===== src/rtl/cpu_pkg.sv =====
package cpu_pkg;

    localparam int INSTR_WIDTH    = 9;  // One instruction word
    localparam int DATA_WIDTH     = 8;  // Register and memory word
    localparam int REG_ADDR_WIDTH = 2;  // Four registers
    localparam int OPCODE_WIDTH   = 3;
    localparam int IMM_WIDTH      = 6;

    // Instruction field positions
    localparam int OPCODE_MSB = 8;
    localparam int OPCODE_LSB = 6;
    localparam int RA_MSB     = 5;
    localparam int RA_LSB     = 4;
    localparam int RB_MSB     = 3;
    localparam int RB_LSB     = 2;
    localparam int LS_BIT     = 1;  // MEM only, 1 selects store
    localparam int IMM_MSB    = 5;
    localparam int IMM_LSB    = 0;

    typedef enum logic [OPCODE_WIDTH-1:0] {
        op_add  = 3'd0,  // r1 = ra + rb
        op_sub  = 3'd1,  // r1 = ra - rb
        op_and  = 3'd2,  // r1 = ra & rb
        op_xor  = 3'd3,  // r1 = ra ^ rb
        op_halt = 3'd4,  // End of run
        op_li   = 3'd5,  // r1 = zext(imm)
        op_beqz = 3'd6,  // pc += sext(imm) if r1 == 0
        op_mem  = 3'd7   // Load or store through dmem[ra]
    } opcode_e;

    typedef enum logic [2:0] {
        alu_add    = 3'd0,
        alu_sub    = 3'd1,
        alu_and    = 3'd2,
        alu_xor    = 3'd3,
        alu_pass_b = 3'd4  // LI and BEQZ route operand b
    } alu_op_e;

    typedef enum logic [1:0] {
        st_idle = 2'd0,  // Out of reset, never started
        st_run  = 2'd1,  // Executing one instruction per cycle
        st_done = 2'd2   // HALT or budget reached
    } run_state_e;

endpackage

===== src/rtl/control_decoder.sv =====
`timescale 1ns/1ns

module control_decoder (
    input  logic [cpu_pkg::INSTR_WIDTH-1:0]    instr,
    input  logic                               run,
    output logic [cpu_pkg::REG_ADDR_WIDTH-1:0] ra,
    output logic [cpu_pkg::REG_ADDR_WIDTH-1:0] rb,
    output logic [cpu_pkg::IMM_WIDTH-1:0]      imm,
    output cpu_pkg::alu_op_e                   alu_op,
    output logic                               use_imm,
    output logic                               branch_en,
    output logic                               reg_write,
    output logic                               write_to_rb,  // Load targets rb, not r1
    output logic                               mem_read,
    output logic                               mem_write,
    output logic                               halt
);

    cpu_pkg::opcode_e opcode;
    logic             is_store;

    assign opcode   = cpu_pkg::opcode_e'(instr[cpu_pkg::OPCODE_MSB:cpu_pkg::OPCODE_LSB]);
    assign ra       = instr[cpu_pkg::RA_MSB:cpu_pkg::RA_LSB];
    assign rb       = instr[cpu_pkg::RB_MSB:cpu_pkg::RB_LSB];
    assign imm      = instr[cpu_pkg::IMM_MSB:cpu_pkg::IMM_LSB];
    assign is_store = instr[cpu_pkg::LS_BIT];

    always_comb begin
        alu_op      = cpu_pkg::alu_add;  // No-op defaults
        use_imm     = 1'b0;
        branch_en   = 1'b0;
        reg_write   = 1'b0;
        write_to_rb = 1'b0;
        mem_read    = 1'b0;
        mem_write   = 1'b0;
        halt        = 1'b0;
        if (run) begin                   // Idle core sees a no-op
            case (opcode)
                cpu_pkg::op_add: begin alu_op = cpu_pkg::alu_add; reg_write = 1'b1; end
                cpu_pkg::op_sub: begin alu_op = cpu_pkg::alu_sub; reg_write = 1'b1; end
                cpu_pkg::op_and: begin alu_op = cpu_pkg::alu_and; reg_write = 1'b1; end
                cpu_pkg::op_xor: begin alu_op = cpu_pkg::alu_xor; reg_write = 1'b1; end
                cpu_pkg::op_li: begin
                    alu_op    = cpu_pkg::alu_pass_b;  // Immediate through b
                    use_imm   = 1'b1;
                    reg_write = 1'b1;
                end
                cpu_pkg::op_beqz: begin
                    alu_op    = cpu_pkg::alu_pass_b;  // r1 through b for zero test
                    branch_en = 1'b1;
                end
                cpu_pkg::op_mem: begin
                    mem_write   = is_store;
                    mem_read    = !is_store;
                    reg_write   = !is_store;
                    write_to_rb = !is_store;
                end
                cpu_pkg::op_halt: halt = 1'b1;
                default: ;
            endcase
        end
    end

endmodule


===== config.mk =====
export PLATFORM = sky130hd
export DESIGN_NAME = control_decoder
export DESIGN_NICKNAME = d
export VERILOG_FILES = /design/src/rtl/cpu_pkg.sv /design/src/rtl/control_decoder.sv
export SDC_FILE = /design/constraint.sdc
export NUM_CORES = 1
export LEC_CHECK = 0
export ABC_AREA = 1
export ABC_CLOCK_PERIOD_IN_PS = 800
export BUFFER_PORTS_ARGS = -buffer_cell sky130_fd_sc_hd__buf_2
export CORE_AREA = 2 2 39 41
export DETAILED_ROUTE_END_ITERATION = 8
export DIE_AREA = 0 0 41 43
export GPL_TIMING_DRIVEN = 0
export SLEW_MARGIN = 30
export SYNTH_ARGS = -nofsm -noshare
export SYNTH_HDL_FRONTEND = slang
export SYNTH_SLANG_ARGS = --single-unit
export TNS_END_PERCENT = 20

===== constraint.sdc =====
create_clock -name vclk -period 0.8
set_input_delay 0.16 -clock vclk [all_inputs]
set_output_delay 0.16 -clock vclk [all_outputs]
set_load 0.02 [all_outputs]

==> impl_results.md, run 1 <==
* Count of flip-flops and latches at 0
* Worst Tran Pin Value at 0.129 ns
* Arrival time of data at the critical path endpoint at 0.75 ns
* Cell Count Post-Placement at 76
* Global route total overflow at 0
* Rows at 14
* IO buf count at 25
* Gr usage total at 0.0509
* Vias after detailed routing at 279
* Final Power at 0.236 mW
* Compound-gate portion of the synthesized area at 0
* Number of clock-tree buffers in the layout at 0
* Vias per cell at 3.62
* Residual antenna-violating net count after detailed routing at 0
* First-pass GRT wire length at 696 microns
* Min-Delay Path Class: in -> out
* Leakage power figure at 0.271 nW
* Number of nets at the end of the flow at 73
* Total of hold buffers inserted after clock tree synthesis at 0
* Adder-cell share of the synthesized area at 0
* Met3 Wirelength at 41 microns
* Unrepaired setup endpoints after global routing: true
* Total Die Area at 1760 sq um
* Sum Neg Setup Slack at -0.289 ns
* Final HPWL DP at 468 microns
* Final clock period utilization by the worst path at 1.13
* Count leader, synth: sky130_fd_sc_hd__buf_4
* Final worst-path setup slack at -0.105 ns
* Most common library cells after synthesis: sky130_fd_sc_hd__buf_4, sky130_fd_sc_hd__nand2_1, sky130_fd_sc_hd__inv_1, sky130_fd_sc_hd__nor2_1, sky130_fd_sc_hd__nand3_1
* Uppermost routed layer: met3
* Cell Count, Final, Fillers Out at 77
* Required time of the critical path at 0.64 ns
* Highest fanout seen on the critical path at 2
* Max Freq at 1100 MHz
* XOR/XNOR Fraction of Synth Area at 0
* Synth unique cells at 10
* Post-detailed-route DRC marker count at 0
* Final-report hold violation count at 0
* Area growth, synth to finish at 132%
* CP endpoint kind: output pin
* Kind of start point of the critical path: input pin
* Die extent in y at 43 microns
* Routed wire length on met2 at 330 microns
* Most area-hungry cell type in the Yosys netlist: sky130_fd_sc_hd__buf_4
* Total Routed Length at 560 microns
* Yosys synthesis warning count at 0
* Total area of sequential cells at 0 sq um
* Kind of critical path: in -> out
* Final Max Slew Viols at 0
* Dominant cells by area after synthesis: sky130_fd_sc_hd__buf_4, sky130_fd_sc_hd__nand2_1, sky130_fd_sc_hd__inv_1
* Mean area per synthesized cell at 5.29 sq um
* Pin count of the biggest net entering global routing at 7
* Final RePlAce weighted congestion at 0.522
* Detailed Routing Iterations Pass 1 at 3
* Antenna violations before repair at 0
* Number of setup violations in the final report at 7
* Initial Utilization at 0.134
* Cell count after synthesis at 35
* Simple-gate portion of the synthesized area at 0.432
* Initial drt markers at 2
* Count of max-cap constraint violations at 0
* Number of global-route vias before repair at 208
* Finished layout cell area at 429 sq um
* Width of the chip at 41 microns
* Average wire per standard cell at 7.27 microns
* Number of diodes added for antenna fixing at 0
* Share of cells above drive strength 1 at 0.738
* Combinational family with the most area after synthesis: buffers and inverters
* Shortest period the worst path allows at 0.905 ns
* Core area at 1380 sq um
* Post-route core utilization at 0.310
* Synthesized net count at 45
* I/O Pins at 30
* Peak supply drop at 0.119 mV
* Proportion of netlist area held by the largest area contributor at 0.446
* Seq/Total Area, Yosys at 0
* Mapped cell area at 185 sq um
* Instance area at placement at 338 sq um
* Result of the run: complete, but fails checks
* Portion of netlist area occupied by mux cells at 0
* PwrDens at 550 nW/um^2
* Max_slew headroom at 0.914
* Failing checks: setup timing
* WL met1 at 189 microns
[per-layer routing]
layer	vias to the layer above	track usage
met4	0	0
met3	0	0
met1	123	0.0316
met2	12	0.128
li1	144	-
met5	-	0
[report_power, final]
group          internal (mW)  switching [mW]  leakage, nW
Clock                      0               0            0
Combinational          0.116           0.120        0.271
Sequential                 0               0            0
[placed cells by master (no fill, tap or decap), drive strengths merged]
master,count
nand2,8
inv,6
buf,37
nand3b,1
nand3,2
nor3,1
nor2,6
[critical path: stages]
cell,delay [ns]
sky130_fd_sc_hd__buf_8,0.09
sky130_fd_sc_hd__nand3b_1,0.18
sky130_fd_sc_hd__nor2_4,0.11
sky130_fd_sc_hd__buf_6,0.10
sky130_fd_sc_hd__buf_6,0.10
[stage by stage]
step | hold WS, ns | setup slack [ns]
final | 0.537 | -0.105
after global routing | 0.541 | -0.128
after CTS | 0.538 | -0.137
after detailed placement | 0.538 | -0.183
after global placement | 0.538 | -0.173
after floorplan | 0.400 | -0.0297
[final timing paths]
| kind | startpoint | end | slack, ns | depth (start not counted) |
|---|---|---|---|---|
| worst max-delay path | instr[1] | write_to_rb | -0.11 | 5 |
| worst min-delay path | instr[0] | imm[0] | 0.54 | 2 |
[final cells by class]
type / count / area (sq um)
Buffer: 11 / 86.3
Inverter: 6 / 22.5
Timing Repair Buffer: 26 / 200
Fill cell: 156 / 955
Multi-Input combinational cell: 18 / 100
Tap cell: 16 / 20.0
[logic make-up (layout without fill, tap and decap cells)]
| family | count (synthesis) | in the layout |
|---|---|---|
| buffers and inverters | 17 | 43 |
| AND/OR/NAND/NOR | 18 | 18 |
[timing repair]
item                       CTS  global route
pin swaps                    2             4
buffers inserted             1             0
resized for setup           23             5
setup endpoints to repair    9            10
No activity file was read; power rests on OpenSTA's default activity.
==> run 2, diff against run 1 <==
--- a/config.mk
+++ b/config.mk
@@ -10,5 +10,5 @@
 export BUFFER_PORTS_ARGS = -buffer_cell sky130_fd_sc_hd__buf_2
-export CORE_AREA = 2 2 39 41
+export CORE_AREA = 8 8 45 47
 export DETAILED_ROUTE_END_ITERATION = 8
-export DIE_AREA = 0 0 41 43
+export DIE_AREA = 0 0 53 55
 export GPL_TIMING_DRIVEN = 0
==> constraint.sdc (replaced) <==
create_clock -name vclk -period 0.8
set_input_delay 0.16 -clock vclk [all_inputs]
set_output_delay 0.16 -clock vclk [all_outputs]
set_load 0.005 [all_outputs]
==> impl_results.md, run 2 (synthesized netlist as in run 1, its figures left out) <==
* Result of the run: complete, but fails checks
* Failing checks: setup timing
* Most frequent standard cell in the layout excluding fill and tap cells: sky130_fd_sc_hd__buf_2
* Initial drt markers at 0
* Final worst-path setup slack at -0.0475 ns
* Post-detailed-route DRC marker count at 0
* Width of the chip at 53 microns
* Count of cells along the worst hold path at 2
* Kind of critical path: in -> out
* Min-Delay Path Class: in -> out
* Total of hold buffers inserted after clock tree synthesis at 0
* Vias per cell at 3.71
* Hold Crit Endpoint: imm[0]
* Count of flip-flops and latches at 0
* Vias after detailed routing at 286
* Total area of sequential cells at 0 sq um
* Antenna violations before repair at 0
* Final-report hold violation count at 0
* Detailed Routing Iterations Pass 1 at 1
* Finished layout cell area at 373 sq um
* Highest-count cells in the layout ignoring fill and taps: sky130_fd_sc_hd__buf_2, sky130_fd_sc_hd__buf_4, sky130_fd_sc_hd__nand2_1, sky130_fd_sc_hd__nor2_1, sky130_fd_sc_hd__inv_1
* Max Freq at 1180 MHz
* Final HPWL DP at 635 microns
* Number of global-route vias before repair at 271
* Number of diodes added for antenna fixing at 0
* Kind of start point of the critical path: input pin
* Gr usage total at 0.0414
* Area growth, synth to finish at 101%
* Global route total overflow at 0
* Total Routed Length at 711 microns
* Residual antenna-violating net count after detailed routing at 0
* Die extent in y at 55 microns
* Share of cells above drive strength 1 at 0.721
* Count of max-cap constraint violations at 0
* Leakage power figure at 0.263 nW
* Unrepaired setup endpoints after global routing: true
* Footprint of the multi-input gates at 92.6 sq um
* PwrDens at 431 nW/um^2
* Total Die Area at 2920 sq um
* Average wire per standard cell at 9.23 microns
* Initial Utilization at 0.134
* Post-route core utilization at 0.269
* Highest fanout seen on the critical path at 2
* First-pass GRT wire length at 1.04 mm
* Final RePlAce weighted congestion at 0.774
* Instance area at placement at 330 sq um
* Number of clock-tree buffers in the layout at 0
* Number of nets at the end of the flow at 73
* Number of setup violations in the final report at 4
* I/O Pins at 30
* Required time of the critical path at 0.64 ns
* Core area at 1380 sq um
* Start point of the worst min-delay path: instr[0]
* Max_slew headroom at 0.903
* Peak supply drop at 0.0655 mV
* Fill cell total of the finished layout at 165
* Worst Tran Pin Value at 0.145 ns
* IO buf count at 25
* Pin count of the biggest net entering global routing at 7
* Final clock period utilization by the worst path at 1.06
* Final Max Slew Viols at 0
* Arrival time of data at the critical path endpoint at 0.69 ns
* CP endpoint kind: output pin
* Rows at 14
* Shortest period the worst path allows at 0.848 ns
run 2: cell types whose count changed in the layout (fill, tap and decap cells not counted):
cell                       change
sky130_fd_sc_hd__clkbuf_4      +1
sky130_fd_sc_hd__nand2_1       -1
sky130_fd_sc_hd__nor2_2        +1
sky130_fd_sc_hd__nor3_2        -1
sky130_fd_sc_hd__nor3_1        +1
sky130_fd_sc_hd__buf_8         -1
sky130_fd_sc_hd__buf_6         -5
sky130_fd_sc_hd__inv_2         -1
sky130_fd_sc_hd__inv_1         +1
sky130_fd_sc_hd__nor2_4        -1
sky130_fd_sc_hd__buf_4         -4
sky130_fd_sc_hd__buf_2         +9
sky130_fd_sc_hd__nand2_2       +1
run 2: report_power, final:
part           internal [mW]  switching, mW  total, mW  leakage (nW)
clock network              0              0          0             0
registers                  0              0          0             0
logic                 0.0945         0.0660      0.161         0.263
run 2: worst max-delay path, cell delays in order:
cell and delay [ns]:
sky130_fd_sc_hd__buf_6 0.09, sky130_fd_sc_hd__nand3b_1 0.15, sky130_fd_sc_hd__nor2_2 0.09, sky130_fd_sc_hd__buf_4 0.11, sky130_fd_sc_hd__buf_6 0.08
run 2: final cells by class:
cell class | instances | share of cell area
plain buffers | 11 | 0.221
inverters | 6 | 0.0604
multi-input cells | 18 | 0.248
well taps | 16 | 0.0537
repair buffers | 26 | 0.416
run 2: metrics by stage:
stage	instances	total power, mW	setup slack, ns	hold slack, ns	TNS (ns)
2_1_floorplan	35	0.0724	0.0773	0.351	0
3_3_place_gp	76	0.141	-0.108	0.490	-0.162
3_5_place_dp	76	0.143	-0.116	0.490	-0.212
4_1_cts	77	0.157	-0.0880	0.490	-0.149
5_1_grt	77	0.179	-0.0916	0.494	-0.382
6_report	77	0.161	-0.0475	0.487	-0.0748
run 2: worst max path at each step:
stage,slack [ns],depth (start not counted),end,from
finish,-0.05,5,write_to_rb,instr[1]
global route,-0.09,5,write_to_rb,instr[1]
CTS,-0.09,5,write_to_rb,instr[1]
detailed placement,-0.12,5,write_to_rb,instr[1]
global placement,-0.11,5,write_to_rb,instr[1]
floorplan,0.08,3,write_to_rb,instr[1]
run 2: routing by layer:
layer	vias up	wire length [microns]	share of wire	track usage
met5	-	0	0	0
met4	0	0	0	0
met3	0	153	0.22	0.0160
met2	15	383	0.54	0.0840
met1	125	173	0.24	0.0407
li1	146	-	-	-
run 2: repair_timing:
action	CTS	global route
resized for setup	5	7
setup buffers	1	0
endpoints found under the setup margin	5	8
pin swaps	2	1
==> run 3, diff against run 2 <==
- RECOVER_POWER: unset -> 50
==> impl_results.md, run 3 (synthesized netlist as in run 1, its figures left out) <==
* Sum Neg Setup Slack at -0.0747 ns
* Vias after detailed routing at 284
* Fill cell total of the finished layout at 165
* Cell Count, Final, Fillers Out at 77
* Final Power at 0.159 mW
* Dpl ws at -0.116 ns
* Leakage power figure at 0.262 nW
* Peak supply drop at 0.0647 mV
* Number of diodes added for antenna fixing at 0
* Most frequent standard cell in the layout excluding fill and tap cells: sky130_fd_sc_hd__buf_2
* Unrepaired setup endpoints after global routing: true
* Number of setup violations in the final report at 4
* Worst hold-check slack at 0.487 ns
* Count of max-cap constraint violations at 0
* Max Freq at 1180 MHz
* Final HPWL DP at 635 microns
* Area growth, synth to finish at 101%
* Hold Crit Endpoint: imm[0]
* Width of the chip at 53 microns
* Antenna violations before repair at 0
* Core area at 1380 sq um
* Final Max Slew Viols at 0
* Total of hold buffers inserted after clock tree synthesis at 0
* Pin count of the biggest net entering global routing at 7
* Start point of the worst min-delay path: instr[0]
* Min-Delay Path Class: in -> out
* Final RePlAce weighted congestion at 0.774
* First-pass GRT wire length at 1.04 mm
* Max_slew headroom at 0.903
* Die extent in y at 55 microns
* Number of global-route vias before repair at 271
* CP endpoint kind: output pin
* Vias per cell at 3.69
* I/O Pins at 30
* Required time of the critical path at 0.64 ns
* Worst Tran Pin Value at 0.145 ns
* Total Routed Length at 705 microns
* Cell Count Post-Placement at 76
* Final worst-path setup slack at -0.0475 ns
* Number of nets at the end of the flow at 73
* PwrDens at 427 nW/um^2
* Detailed Routing Iterations Pass 1 at 1
* Highest fanout seen on the critical path at 2
* Shortest period the worst path allows at 0.848 ns
* Final-report hold violation count at 0
* Global route total overflow at 0
* Residual antenna-violating net count after detailed routing at 0
* Arrival time of data at the critical path endpoint at 0.69 ns
* Result of the run: complete, but fails checks
* IO buf count at 25
* Final clock period utilization by the worst path at 1.06
* Kind of critical path: in -> out
* Highest-count cells in the layout ignoring fill and taps: sky130_fd_sc_hd__buf_2, sky130_fd_sc_hd__buf_4, sky130_fd_sc_hd__clkbuf_4, sky130_fd_sc_hd__nand2_1
* Post-detailed-route DRC marker count at 0
* Failing checks: setup timing
* Rows at 14
* Initial Utilization at 0.134
* Number of clock-tree buffers in the layout at 0
* Initial drt markers at 0
* Count of cells along the worst hold path at 2
* Total Die Area at 2920 sq um
* Count of flip-flops and latches at 0
* Share of cells above drive strength 1 at 0.721
* Gr usage total at 0.0414
* Total area of sequential cells at 0 sq um
* Average wire per standard cell at 9.16 microns
* Kind of start point of the critical path: input pin
-- run 3: cell types whose count changed in the layout (fill, tap and decap cells not counted), sizes merged --
cell	before	now
buf	36	31
clkbuf	1	6
-- run 3: repair_timing --
item                       4_1_cts  5_1_grt
setup buffers                    1        0
resized for setup                5        7
setup endpoints to repair        5        8
pin swaps                        2        1
-- run 3: how the worst max path moves through the flow --
stage / startpoint / end / slack (ns) / cells after the start
3_3_place_gp: instr[1] / write_to_rb / -0.11 / 5
5_1_grt: instr[1] / write_to_rb / -0.09 / 5
4_1_cts: instr[1] / write_to_rb / -0.09 / 5
2_1_floorplan: instr[1] / write_to_rb / 0.08 / 3
3_5_place_dp: instr[1] / write_to_rb / -0.12 / 5
6_report: instr[1] / write_to_rb / -0.05 / 5
-- run 3: cell type report --
type,instances,area (sq um),area share
Buffer,11,82.6,0.221
Inverter,6,22.5,0.0604
Multi-Input combinational cell,18,92.6,0.248
Tap cell,16,20.0,0.0537
Timing Repair Buffer,26,155,0.416
-- run 3: metal layers --
layer	part of all wire	track usage	routed length, microns
met3	0.22	0.0160	153
met2	0.53	0.0840	377
met5	0	0	0
met4	0	0	0
met1	0.25	0.0407	174
-- run 3: through the flow --
stage | area [sq um] | utilization
after floorplan | 185 | -
after global placement | 330 | 0.239
after detailed placement | 330 | 0.239
after CTS | 360 | 0.260
after global routing | 373 | 0.269
final | 373 | 0.269
-- run 3: power by group --
part	internal [mW]	switching [mW]	leakage (nW)	total (mW)
clock	0	0	0	0
combinational	0.0932	0.0659	0.262	0.159
sequential	0	0	0	0
total	0.0932	0.0659	0.262	0.159
-- run 3: critical path: stages --
cell	delay (ns)
sky130_fd_sc_hd__buf_6	0.09
sky130_fd_sc_hd__nand3b_1	0.15
sky130_fd_sc_hd__nor2_2	0.09
sky130_fd_sc_hd__buf_4	0.11
sky130_fd_sc_hd__buf_6	0.08
