===== config.mk =====
export PLATFORM = sky130hd
export DESIGN_NAME = register_file
export DESIGN_NICKNAME = d
export VERILOG_FILES = /design/src/rtl/cpu_pkg.sv /design/src/rtl/register_file.sv
export SDC_FILE = /design/constraint.sdc
export NUM_CORES = 1
export LEC_CHECK = 0
export BUFFER_PORTS_ARGS = -buffer_cell sky130_fd_sc_hd__buf_2
export CAP_MARGIN = 15
export CELL_PAD_IN_SITES_DETAIL_PLACEMENT = 0
export CELL_PAD_IN_SITES_GLOBAL_PLACEMENT = 1
export CORE_ASPECT_RATIO = 1.25
export CORE_MARGIN = 1.5
export CORE_UTILIZATION = 43
export DETAILED_ROUTE_END_ITERATION = 8
export GPL_TIMING_DRIVEN = 0
export PLACE_DENSITY = 0.85
export SLEW_MARGIN = 20
export SYNTH_ARGS = -nofsm -noshare
export SYNTH_HDL_FRONTEND = slang
export SYNTH_SLANG_ARGS = --single-unit

===== constraint.sdc =====
create_clock -name clk -period 1.7 [get_ports clk]
set_clock_uncertainty 0.05 [all_clocks]
set_input_delay 0.17 -clock clk [delete_from_list [all_inputs] [get_ports clk]]
set_output_delay 0.17 -clock clk [all_outputs]
set_load 0.05 [all_outputs]

===== src/rtl/cpu_pkg.sv =====
package cpu_pkg;

    localparam int INSTR_WIDTH    = 9;  // One instruction word
    localparam int DATA_WIDTH     = 8;  // Register and memory word
    localparam int REG_ADDR_WIDTH = 2;  // Four registers
    localparam int OPCODE_WIDTH   = 3;
    localparam int IMM_WIDTH      = 6;

    // Instruction field positions
    localparam int OPCODE_MSB = 8;
    localparam int OPCODE_LSB = 6;
    localparam int RA_MSB     = 5;
    localparam int RA_LSB     = 4;
    localparam int RB_MSB     = 3;
    localparam int RB_LSB     = 2;
    localparam int LS_BIT     = 1;  // MEM only, 1 selects store
    localparam int IMM_MSB    = 5;
    localparam int IMM_LSB    = 0;

    typedef enum logic [OPCODE_WIDTH-1:0] {
        op_add  = 3'd0,  // r1 = ra + rb
        op_sub  = 3'd1,  // r1 = ra - rb
        op_and  = 3'd2,  // r1 = ra & rb
        op_xor  = 3'd3,  // r1 = ra ^ rb
        op_halt = 3'd4,  // End of run
        op_li   = 3'd5,  // r1 = zext(imm)
        op_beqz = 3'd6,  // pc += sext(imm) if r1 == 0
        op_mem  = 3'd7   // Load or store through dmem[ra]
    } opcode_e;

    typedef enum logic [2:0] {
        alu_add    = 3'd0,
        alu_sub    = 3'd1,
        alu_and    = 3'd2,
        alu_xor    = 3'd3,
        alu_pass_b = 3'd4  // LI and BEQZ route operand b
    } alu_op_e;

    typedef enum logic [1:0] {
        st_idle = 2'd0,  // Out of reset, never started
        st_run  = 2'd1,  // Executing one instruction per cycle
        st_done = 2'd2   // HALT or budget reached
    } run_state_e;

endpackage

===== src/rtl/register_file.sv =====
`timescale 1ns/1ns

module register_file (
    input  logic                               clk,
    input  logic                               reset,
    input  logic                               restart,
    input  logic [cpu_pkg::REG_ADDR_WIDTH-1:0] ra,
    input  logic [cpu_pkg::REG_ADDR_WIDTH-1:0] rb,
    input  logic                               reg_write,
    input  logic                               write_to_rb,
    input  logic [cpu_pkg::DATA_WIDTH-1:0]     write_value,
    output logic [cpu_pkg::DATA_WIDTH-1:0]     data_a,
    output logic [cpu_pkg::DATA_WIDTH-1:0]     data_b,
    output logic [cpu_pkg::DATA_WIDTH-1:0]     data_r1
);

    localparam int NUM_REGS = 2 ** cpu_pkg::REG_ADDR_WIDTH;

    logic [cpu_pkg::DATA_WIDTH-1:0]     regs [NUM_REGS];
    logic [cpu_pkg::REG_ADDR_WIDTH-1:0] dest;  // r1 unless a load

    assign dest = write_to_rb ? rb : cpu_pkg::REG_ADDR_WIDTH'(1);

    always_ff @(posedge clk) begin
        if (reset || restart) begin
            for (int i = 0; i < NUM_REGS; i++) begin
                regs[i] <= '0;            // Clean registers every run
            end
        end else if (reg_write) begin
            regs[dest] <= write_value;
        end
    end

    assign data_a  = regs[ra];
    assign data_b  = regs[rb];
    assign data_r1 = regs[1];             // BEQZ condition source

endmodule


==> flow_metrics.env, run 1 <==
export IMPL_synth_yosys_seq_area_share_pct=57.79
export IMPL_portBuffers=38
export IMPL_fmax_ghz=0.6128
export IMPL_drv_cap=0
export IMPL_setup_viol=0
export IMPL_crit_arrival_ns=1.54
export IMPL_design_area_um2=2001
export IMPL_synth_edf_count=32
export IMPL_slowest_stage="a2111oi_4"
export IMPL_core_area_um2=3754
export IMPL_cp_end_kind="flop"
export IMPL_netlist_area_leader_share_pct=57.79
export IMPL_synth_area_leader_cell="edfxtp_1"
export IMPL_drc=0
export IMPL_antenna_found_initial=0
export IMPL_cpPeakStageDelay_ns=0.68
export IMPL_place_area_um2=1903
export IMPL_cp_top_family="compound AO/OA/AOI/OAI gates"
export IMPL_syn_nets=116
export IMPL_worst_slew_pin_transition_ns=0.6534
export IMPL_cp_max_fo=9
export IMPL_syn2layout_area_growth_pct=20.32
export IMPL_hold_viol_final=0
export IMPL_rsz0062_at_grt="false"
export IMPL_vias=1034
export IMPL_initial_core_util_pct=44.30
export IMPL_grt_first_pass_wirelength_mm=5.319
export IMPL_synth_common_cells="edfxtp_1 (32), and2_1 (24), mux4_2 (16)"
export IMPL_power_density_nw_per_um2=938.7
export IMPL_routedWlPerCell_um=18.97
export IMPL_fin_nets=162
export IMPL_gp_congestion=0.7980
export IMPL_first_pass_iters=6
export IMPL_leakagePower_nw=0.8366
export IMPL_ys_flop_type="edfxtp_1"
export IMPL_critPathKind="primary input to flop"
export IMPL_hold_depth=2
export IMPL_finalWirelength_mm=3.471
export IMPL_dp_cells=177
export IMPL_drtIter0Drc=18
export IMPL_dp_worst_setup_slack_ns=-0.4603
export IMPL_diodes=0
export IMPL_path_cells="buf_2 > nand2b_1 > a2111oi_4 > nand2b_2"
export IMPL_maxSlewHeadroom_pct=56.44
export IMPL_chipHeight_um=72.53
export IMPL_fin_cells=183
export IMPL_min_period_ns=1.632
export IMPL_die_area_um2=4251
export IMPL_via_per_inst=5.650
export IMPL_clk_pin_slew_ns=0.06
export IMPL_tns_ns=0
export IMPL_reg_top3="regs: 32 flops"
export IMPL_die_w_um=58.62
export IMPL_slew_violations=0
export IMPL_post_route_cells_drive_above_1_share_pct=48.95
export IMPL_grt_max_degree=11
export IMPL_htree_levels=2
export IMPL_cts_tree="yes"
export IMPL_ys_async_sr_fraction_pct=0
export IMPL_hp_start="write_value[1]"
export IMPL_avgSynthCellArea_um2=16.80
export IMPL_placementRows=25
export IMPL_ios=41
export IMPL_ant_nets=0
export IMPL_largest_reg_flops=32
export IMPL_cp_num_buf_inv=1
export IMPL_cts_sinks=32
export IMPL_min_to="regs[0][1]"
export IMPL_outcome="complete, no violations"
export IMPL_netlist_area_um2=1663
export IMPL_root_buffer="clkbuf_8"
export IMPL_ys_types=17
export IMPL_worstPathRequired_ns=1.60
export IMPL_syn_inst=99
export IMPL_yosysMostFrequentCell="edfxtp_1"
export IMPL_grt_pass1_vias=1124
export IMPL_largest_register="regs"
export IMPL_grt_overflow_total=0
export IMPL_yosys_warnings=0
export IMPL_gr_usage_all_layers_pct=18.07
export IMPL_holdWs_ns=0.1480
export IMPL_period_share_pct=96.00
export IMPL_numCtsBuffers=5
export IMPL_ctsHoldBuffers=0
export IMPL_dpl_hpwl_mm=2.468
export IMPL_ys_ff_latch=32
export IMPL_layout_setup_ws_ns=0.06805
export IMPL_worst_setup_path_start_kind="primary input"
export IMPL_hold_path_class="primary input to flop"
export IMPL_clock_path_buffers=2
export IMPL_ir_drop_mv=0.4627
export IMPL_synth_area_leaders="edfxtp_1 (58%), mux4_2 (22%), and2_1 (9.0%)"
==> power by group <==
group          internal (mW)  leakage, nW  switching (mW)
Combinational          0.127        0.451           0.298
Sequential             0.922        0.350          0.0265
Clock                  0.263       0.0359           0.242
==> how the worst max path moves through the flow <==
stage                       to       from  cells after the start  slack (ns)
floorplan           regs[3][0]      rb[1]                      3        0.11
global route        regs[1][2]      rb[0]                      4        0.01
finish              regs[1][2]      rb[1]                      4        0.07
detailed placement  regs[0][5]  reg_write                      5       -0.46
CTS                 regs[3][0]  reg_write                      4        0.04
global placement    regs[2][2]  reg_write                      4       -0.61
==> cell usage in the layout (no fill, tap or decap) <==
| master | Yosys | final |
|---|---|---|
| a2111oi_4 | 1 | 1 |
| and2_1 | 24 | 24 |
| and3_1 | 8 | 8 |
| buf_1 | 1 | 1 |
| buf_2 | 2 | 40 |
| buf_4 | 1 | 2 |
| clkbuf_1 | 2 | 2 |
| clkbuf_8 | 0 | 5 |
| edfxtp_1 | 32 | 32 |
| inv_1 | 2 | 2 |
| mux4_2 | 16 | 16 |
| nand2_1 | 1 | 1 |
| nand2b_1 | 3 | 1 |
| nand2b_2 | 0 | 2 |
| nand3_1 | 1 | 1 |
| nor2_1 | 1 | 1 |
| nor4_4 | 0 | 1 |
| nor4b_4 | 1 | 1 |
| o21ai_2 | 0 | 2 |
==> stage by stage <==
stage	power, mW	utilization, %
3_5_place_dp	1.389	50.70
6_report	1.878	53.30
2_1_floorplan	1.278	-
5_1_grt	1.938	53.30
4_1_cts	1.882	52.97
3_3_place_gp	1.376	50.70
==> metal layers <==
| layer | wire [µm] | vias to the layer above | share of wire (%) | GRT usage [%] |
|---|---|---|---|---|
| li1 | - | 480 | - | - |
| met2 | 2000 | 32 | 58 | 33.96 |
| met4 | 107 | 0 | 3.1 | 9.596 |
| met5 | 0 | - | 0 | 0 |
| met3 | 137 | 10 | 3.9 | 5.526 |
| met1 | 1225 | 512 | 35 | 16.93 |
==> kinds of logic after synthesis <==
family / count (synthesis) / synth area share [%]
and+or+nand+nor: 40 / 16.10
DFF: 32 / 57.79
muxes: 16 / 21.67
buffers and inverters: 8 / 2.182
AOI/OAI and AO/OA: 3 / 2.258
==> cell type report <==
type                       instances  area [µm²]
timing repair buffer              39       197.7
inverter                           2       7.507
fill                             322        1753
tap                               40       50.05
sequential                        32       960.9
multi-input combinational         59       686.9
clock buffer                       5       68.82
buffer                             6       28.78
==> repair_timing <==
item	in CTS	in global routing
setup buffers	1	0
resized for setup	3	2
setup endpoints to repair	24	11
pin swaps	1	0
gates cloned	0	0
Power figures use the tool's default switching activity.
==> run 2, diff against run 1 <==
--- a/config.mk
+++ b/config.mk
@@ -15,6 +15,7 @@
 export DETAILED_ROUTE_END_ITERATION = 8
 export GPL_TIMING_DRIVEN = 0
 export PLACE_DENSITY = 0.85
+export REMOVE_ABC_BUFFERS = 1
 export SLEW_MARGIN = 20
 export SYNTH_ARGS = -nofsm -noshare
 export SYNTH_HDL_FRONTEND = slang
==> run 2 against run 1 <==
Compared with the run above:
- wire length shrank 2.8%
- count of clock-buffer cells in the layout grew 2
- sequential cell count is the same
- largest power group unchanged
- largest cell class unchanged
- worst hold slack gained 0.0025 ns
- setup slack gained 0.038 ns
- die area is the same
==> flow_metrics.env, run 2 (synthesis gave the netlist of run 1 again) <==
export IMPL_grt_pass1_vias=1066
export IMPL_largest_reg_flops=32
export IMPL_numCtsBuffers=5
export IMPL_cp_top_family="multiplexers"
export IMPL_root_buffer="clkbuf_8"
export IMPL_placementRows=25
export IMPL_clk_pin_slew_ns=0.06
export IMPL_grt_overflow_total=0
export IMPL_crit_arrival_ns=1.37
export IMPL_hold_viol_final=0
export IMPL_diodes=0
export IMPL_drv_cap=0
export IMPL_first_pass_iters=4
export IMPL_cpPeakStageDelay_ns=0.48
export IMPL_cp_max_fo=2
export IMPL_fin_nets=159
export IMPL_worst_slew_pin_transition_ns=0.8741
export IMPL_final_core_util_pct=52.93
export IMPL_die_area_um2=4251
export IMPL_min_period_ns=1.594
export IMPL_fillers=326
export IMPL_tns_ns=0
export IMPL_slew_violations=0
export IMPL_routedWlPerCell_um=18.44
export IMPL_maxSlewHeadroom_pct=41.34
export IMPL_via_per_inst=5.601
export IMPL_die_w_um=58.62
export IMPL_drtIter0Drc=29
export IMPL_gr_usage_all_layers_pct=17.62
export IMPL_ant_nets=0
export IMPL_vias=1025
export IMPL_clock_path_buffers=2
export IMPL_hold_path_class="primary input to flop"
export IMPL_drc=0
export IMPL_critPathKind="flop to primary output"
export IMPL_final_common_cell="buf_2"
export IMPL_cts_sinks=32
export IMPL_rsz0062_at_grt="false"
export IMPL_grt_max_degree=14
export IMPL_cp_end_kind="primary output"
export IMPL_path_cells="mux4_2 > buf_2"
export IMPL_post_route_cells_drive_above_1_share_pct=48.25
export IMPL_htree_levels=2
export IMPL_antenna_found_initial=0
export IMPL_ir_drop_mv=0.5021
export IMPL_grt_first_pass_wirelength_mm=5.202
export IMPL_cp_num_buf_inv=1
export IMPL_chipHeight_um=72.53
export IMPL_worst_setup_path_start_kind="flop"
export IMPL_setup_viol=0
export IMPL_leakagePower_nw=0.8337
export IMPL_finalWirelength_mm=3.375
export IMPL_power_density_nw_per_um2=952.5
export IMPL_ctsHoldBuffers=0
export IMPL_period_share_pct=93.77
export IMPL_fin_total_pwr_mw=1.893
export IMPL_portBuffers=40
export IMPL_slowest_stage="mux4_2"
export IMPL_worstPathRequired_ns=1.48
export IMPL_ios=41
export IMPL_initial_core_util_pct=44.30
export IMPL_core_area_um2=3754
export IMPL_syn2layout_area_growth_pct=19.49
export IMPL_largest_register="regs"
export IMPL_fmax_ghz=0.6273
export IMPL_reg_top3="regs: 32 flops"
export IMPL_outcome="complete, no violations"
export IMPL_dpl_hpwl_mm=2.357
export IMPL_most_common_layout_cells="buf_2 (40), edfxtp_1 (32), and2_1 (24), mux4_2 (16), and3_1 (8)"
export IMPL_gp_congestion=0.7526
export IMPL_cts_tree="yes"
run 2: per-stage QoR:
stage / hold slack (ns) / worst slack, ns / instances / area (µm²)
finish: 0.1505 / 0.1058 / 183 / 1987
global route: 0.1560 / 0.06611 / 183 / 1987
CTS: 0.1465 / 0.09518 / 183 / 1987
detailed placement: 0.4311 / -0.6410 / 173 / 1884
global placement: 0.4291 / -0.6516 / 173 / 1884
floorplan: 0.3182 / 0.1224 / 93 / 1634
run 2: metal layers:
layer  global-route usage (%)  vias to the layer above  part of all wire (%)
li1                         -                      476                     -
met1                    18.88                      513                    34
met2                    32.71                       32                    62
met3                    3.209                        4                   3.3
met4                    8.333                        0                   1.4
met5                        0                        -                     0
run 2: path summary, 6_finish.rpt:
kind | startpoint | to | slack, ns | cells after the start
worst max-delay path | regs[2][7] | data_b[7] | 0.11 | 2
worst min-delay path | write_value[1] | regs[0][1] | 0.15 | 2
run 2: area by class of cell:
class	instances	area, µm²	share of cell area (%)
flip-flops and latches	32	960.9	48.36
clock buffers	7	76.32	3.841
multi-input cells	59	673.1	33.88
clock inverters	1	3.754	0.1889
inverters	2	7.507	0.3778
well taps	40	50.05	2.519
repair buffers	42	215.2	10.83
run 2: where the power goes:
part	leakage (nW)	total, mW	switching [mW]	internal [mW]
registers	0.350	0.949	0.0265	0.922
clock network	0.0399	0.526	0.242	0.284
logic	0.444	0.418	0.294	0.124
run 2: timing repair:
item | in CTS | in global routing
setup endpoints to repair | 16 | 0
resized for setup | 3 | 0
buffers inserted | 2 | 0
==> run 3, diff against run 2 <==
--- a/config.mk
+++ b/config.mk
@@ -14,6 +14,7 @@
 export CORE_UTILIZATION = 43
 export DETAILED_ROUTE_END_ITERATION = 8
 export GPL_TIMING_DRIVEN = 0
+export MAX_ROUTING_LAYER = met4
 export PLACE_DENSITY = 0.85
 export REMOVE_ABC_BUFFERS = 1
 export SLEW_MARGIN = 20
==> run 3 against run 2 <==
Compared with the run above:
- clock power about the same
- largest power group unchanged
- sequential share of layout area unchanged
- wire length shrank 0.50%
- non-clock buffer count unchanged
- first-iteration DRC count unchanged
- core utilization did not move
- maximum frequency is essentially flat
- design area unchanged
- via count is 0.20% lower
- combinational power about the same
==> flow_metrics.env, run 3 (synthesis gave the netlist of run 1 again) <==
export IMPL_path_cells="mux4_2 > buf_2"
export IMPL_crit_arrival_ns=1.37
export IMPL_vias=1023
export IMPL_post_route_cells_drive_above_1_share_pct=48.25
export IMPL_grt_first_pass_wirelength_mm=5.216
export IMPL_diodes=0
export IMPL_grt_overflow_total=0
export IMPL_final_common_cell="buf_2"
export IMPL_gr_usage_all_layers_pct=18.19
export IMPL_cp_end_kind="primary output"
export IMPL_drv_cap=0
export IMPL_cts_tree="yes"
export IMPL_routedWlPerCell_um=18.35
export IMPL_cpPeakStageDelay_ns=0.47
export IMPL_setup_viol=0
export IMPL_initial_core_util_pct=44.30
export IMPL_dpl_hpwl_mm=2.357
export IMPL_portBuffers=40
export IMPL_chipHeight_um=72.53
export IMPL_clk_pin_slew_ns=0.06
export IMPL_antenna_found_initial=0
export IMPL_slowest_stage="mux4_2"
export IMPL_gp_congestion=0.7623
export IMPL_critPathKind="flop to primary output"
export IMPL_grt_max_degree=14
export IMPL_rsz0062_at_grt="false"
export IMPL_die_area_um2=4251
export IMPL_ctsHoldBuffers=0
export IMPL_numCtsBuffers=5
export IMPL_worstPathRequired_ns=1.48
export IMPL_syn2layout_area_growth_pct=19.49
export IMPL_critical_path_startpoint="regs[1][7]"
export IMPL_cp_max_fo=3
export IMPL_drc=0
export IMPL_largest_reg_flops=32
export IMPL_outcome="complete, no violations"
export IMPL_worst_setup_path_start_kind="flop"
export IMPL_fmax_ghz=0.6272
export IMPL_ios=41
export IMPL_dp_worst_setup_slack_ns=-0.6410
export IMPL_die_w_um=58.62
export IMPL_finalWirelength_mm=3.358
export IMPL_reg_top3="regs: 32 flops"
export IMPL_most_common_layout_cells="buf_2 (40), edfxtp_1 (32), and2_1 (24), mux4_2 (16), and3_1 (8)"
export IMPL_ir_drop_mv=0.5021
export IMPL_ant_nets=0
export IMPL_slew_violations=0
export IMPL_clock_path_buffers=2
export IMPL_period_share_pct=93.78
export IMPL_core_area_um2=3754
export IMPL_root_buffer="clkbuf_8"
export IMPL_drtIter0Drc=29
export IMPL_grt_pass1_vias=1064
export IMPL_first_pass_iters=4
export IMPL_via_per_inst=5.590
export IMPL_maxSlewHeadroom_pct=43.49
export IMPL_fin_nets=159
export IMPL_hold_path_class="primary input to flop"
export IMPL_worst_slew_pin_transition_ns=0.8421
export IMPL_power_density_nw_per_um2=951.0
export IMPL_hp_start="write_value[1]"
export IMPL_htree_levels=2
export IMPL_placementRows=25
export IMPL_cts_sinks=32
export IMPL_layout_setup_ws_ns=0.1057
export IMPL_leakagePower_nw=0.8337
export IMPL_fin_total_pwr_mw=1.890
export IMPL_hold_viol_final=0
export IMPL_largest_register="regs"
export IMPL_min_period_ns=1.594
[run 3: cell counts in the layout (fill, tap and decap cells not counted)]
Identical to the previous run, type by type.
[run 3: worst paths after layout]
path | end | slack, ns | depth (start not counted)
worst max-delay path | data_b[7] | 0.11 | 2
worst min-delay path | regs[0][1] | 0.15 | 2
[run 3: area by class of cell]
cell class              count  area, µm²
inverters                   2      7.507
multi-input cells          59      673.1
clock inverters             1      3.754
well taps                  40      50.05
fillers                   326       1767
repair buffers             42      215.2
flip-flops and latches     32      960.9
clock buffers               7      76.32
[run 3: power by group]
group	internal, mW	switching [mW]	leakage, nW
combinational	0.124	0.293	0.444
sequential	0.922	0.0265	0.350
clock	0.284	0.240	0.0399
[run 3: repair_timing]
item	4_1_cts	5_1_grt
resized for setup	3	0
setup endpoints to repair	16	0
buffers inserted	2	0
[run 3: critical path, delay by kind of cell, from the launching register on]
family	cells	cell delay, ns
flip-flops	1	0.41
multiplexers	1	0.47
buffers and inverters	1	0.23
[run 3: routing by layer]
layer | vias to the layer above | part of all wire (%) | wire (µm) | track usage, %
met1 | 513 | 34 | 1148 | 19.00
met4 | 0 | 1.4 | 47 | 8.333
met2 | 30 | 61 | 2051 | 32.71
met5 | - | 0 | 0 | -
met3 | 4 | 3.3 | 111 | 3.209
li1 | 476 | - | - | -
[run 3: stage by stage]
step           hold WS, ns  instance area [µm²]  TNS (ns)  instances  utilization, %
2_1_floorplan       0.3182                 1634         0         93               -
3_3_place_gp        0.4291                 1884    -17.64        173           50.20
3_5_place_dp        0.4311                 1884    -13.62        173           50.20
4_1_cts             0.1465                 1987         0        183           52.93
5_1_grt             0.1560                 1987         0        183           52.93
6_report            0.1514                 1987         0        183           52.93
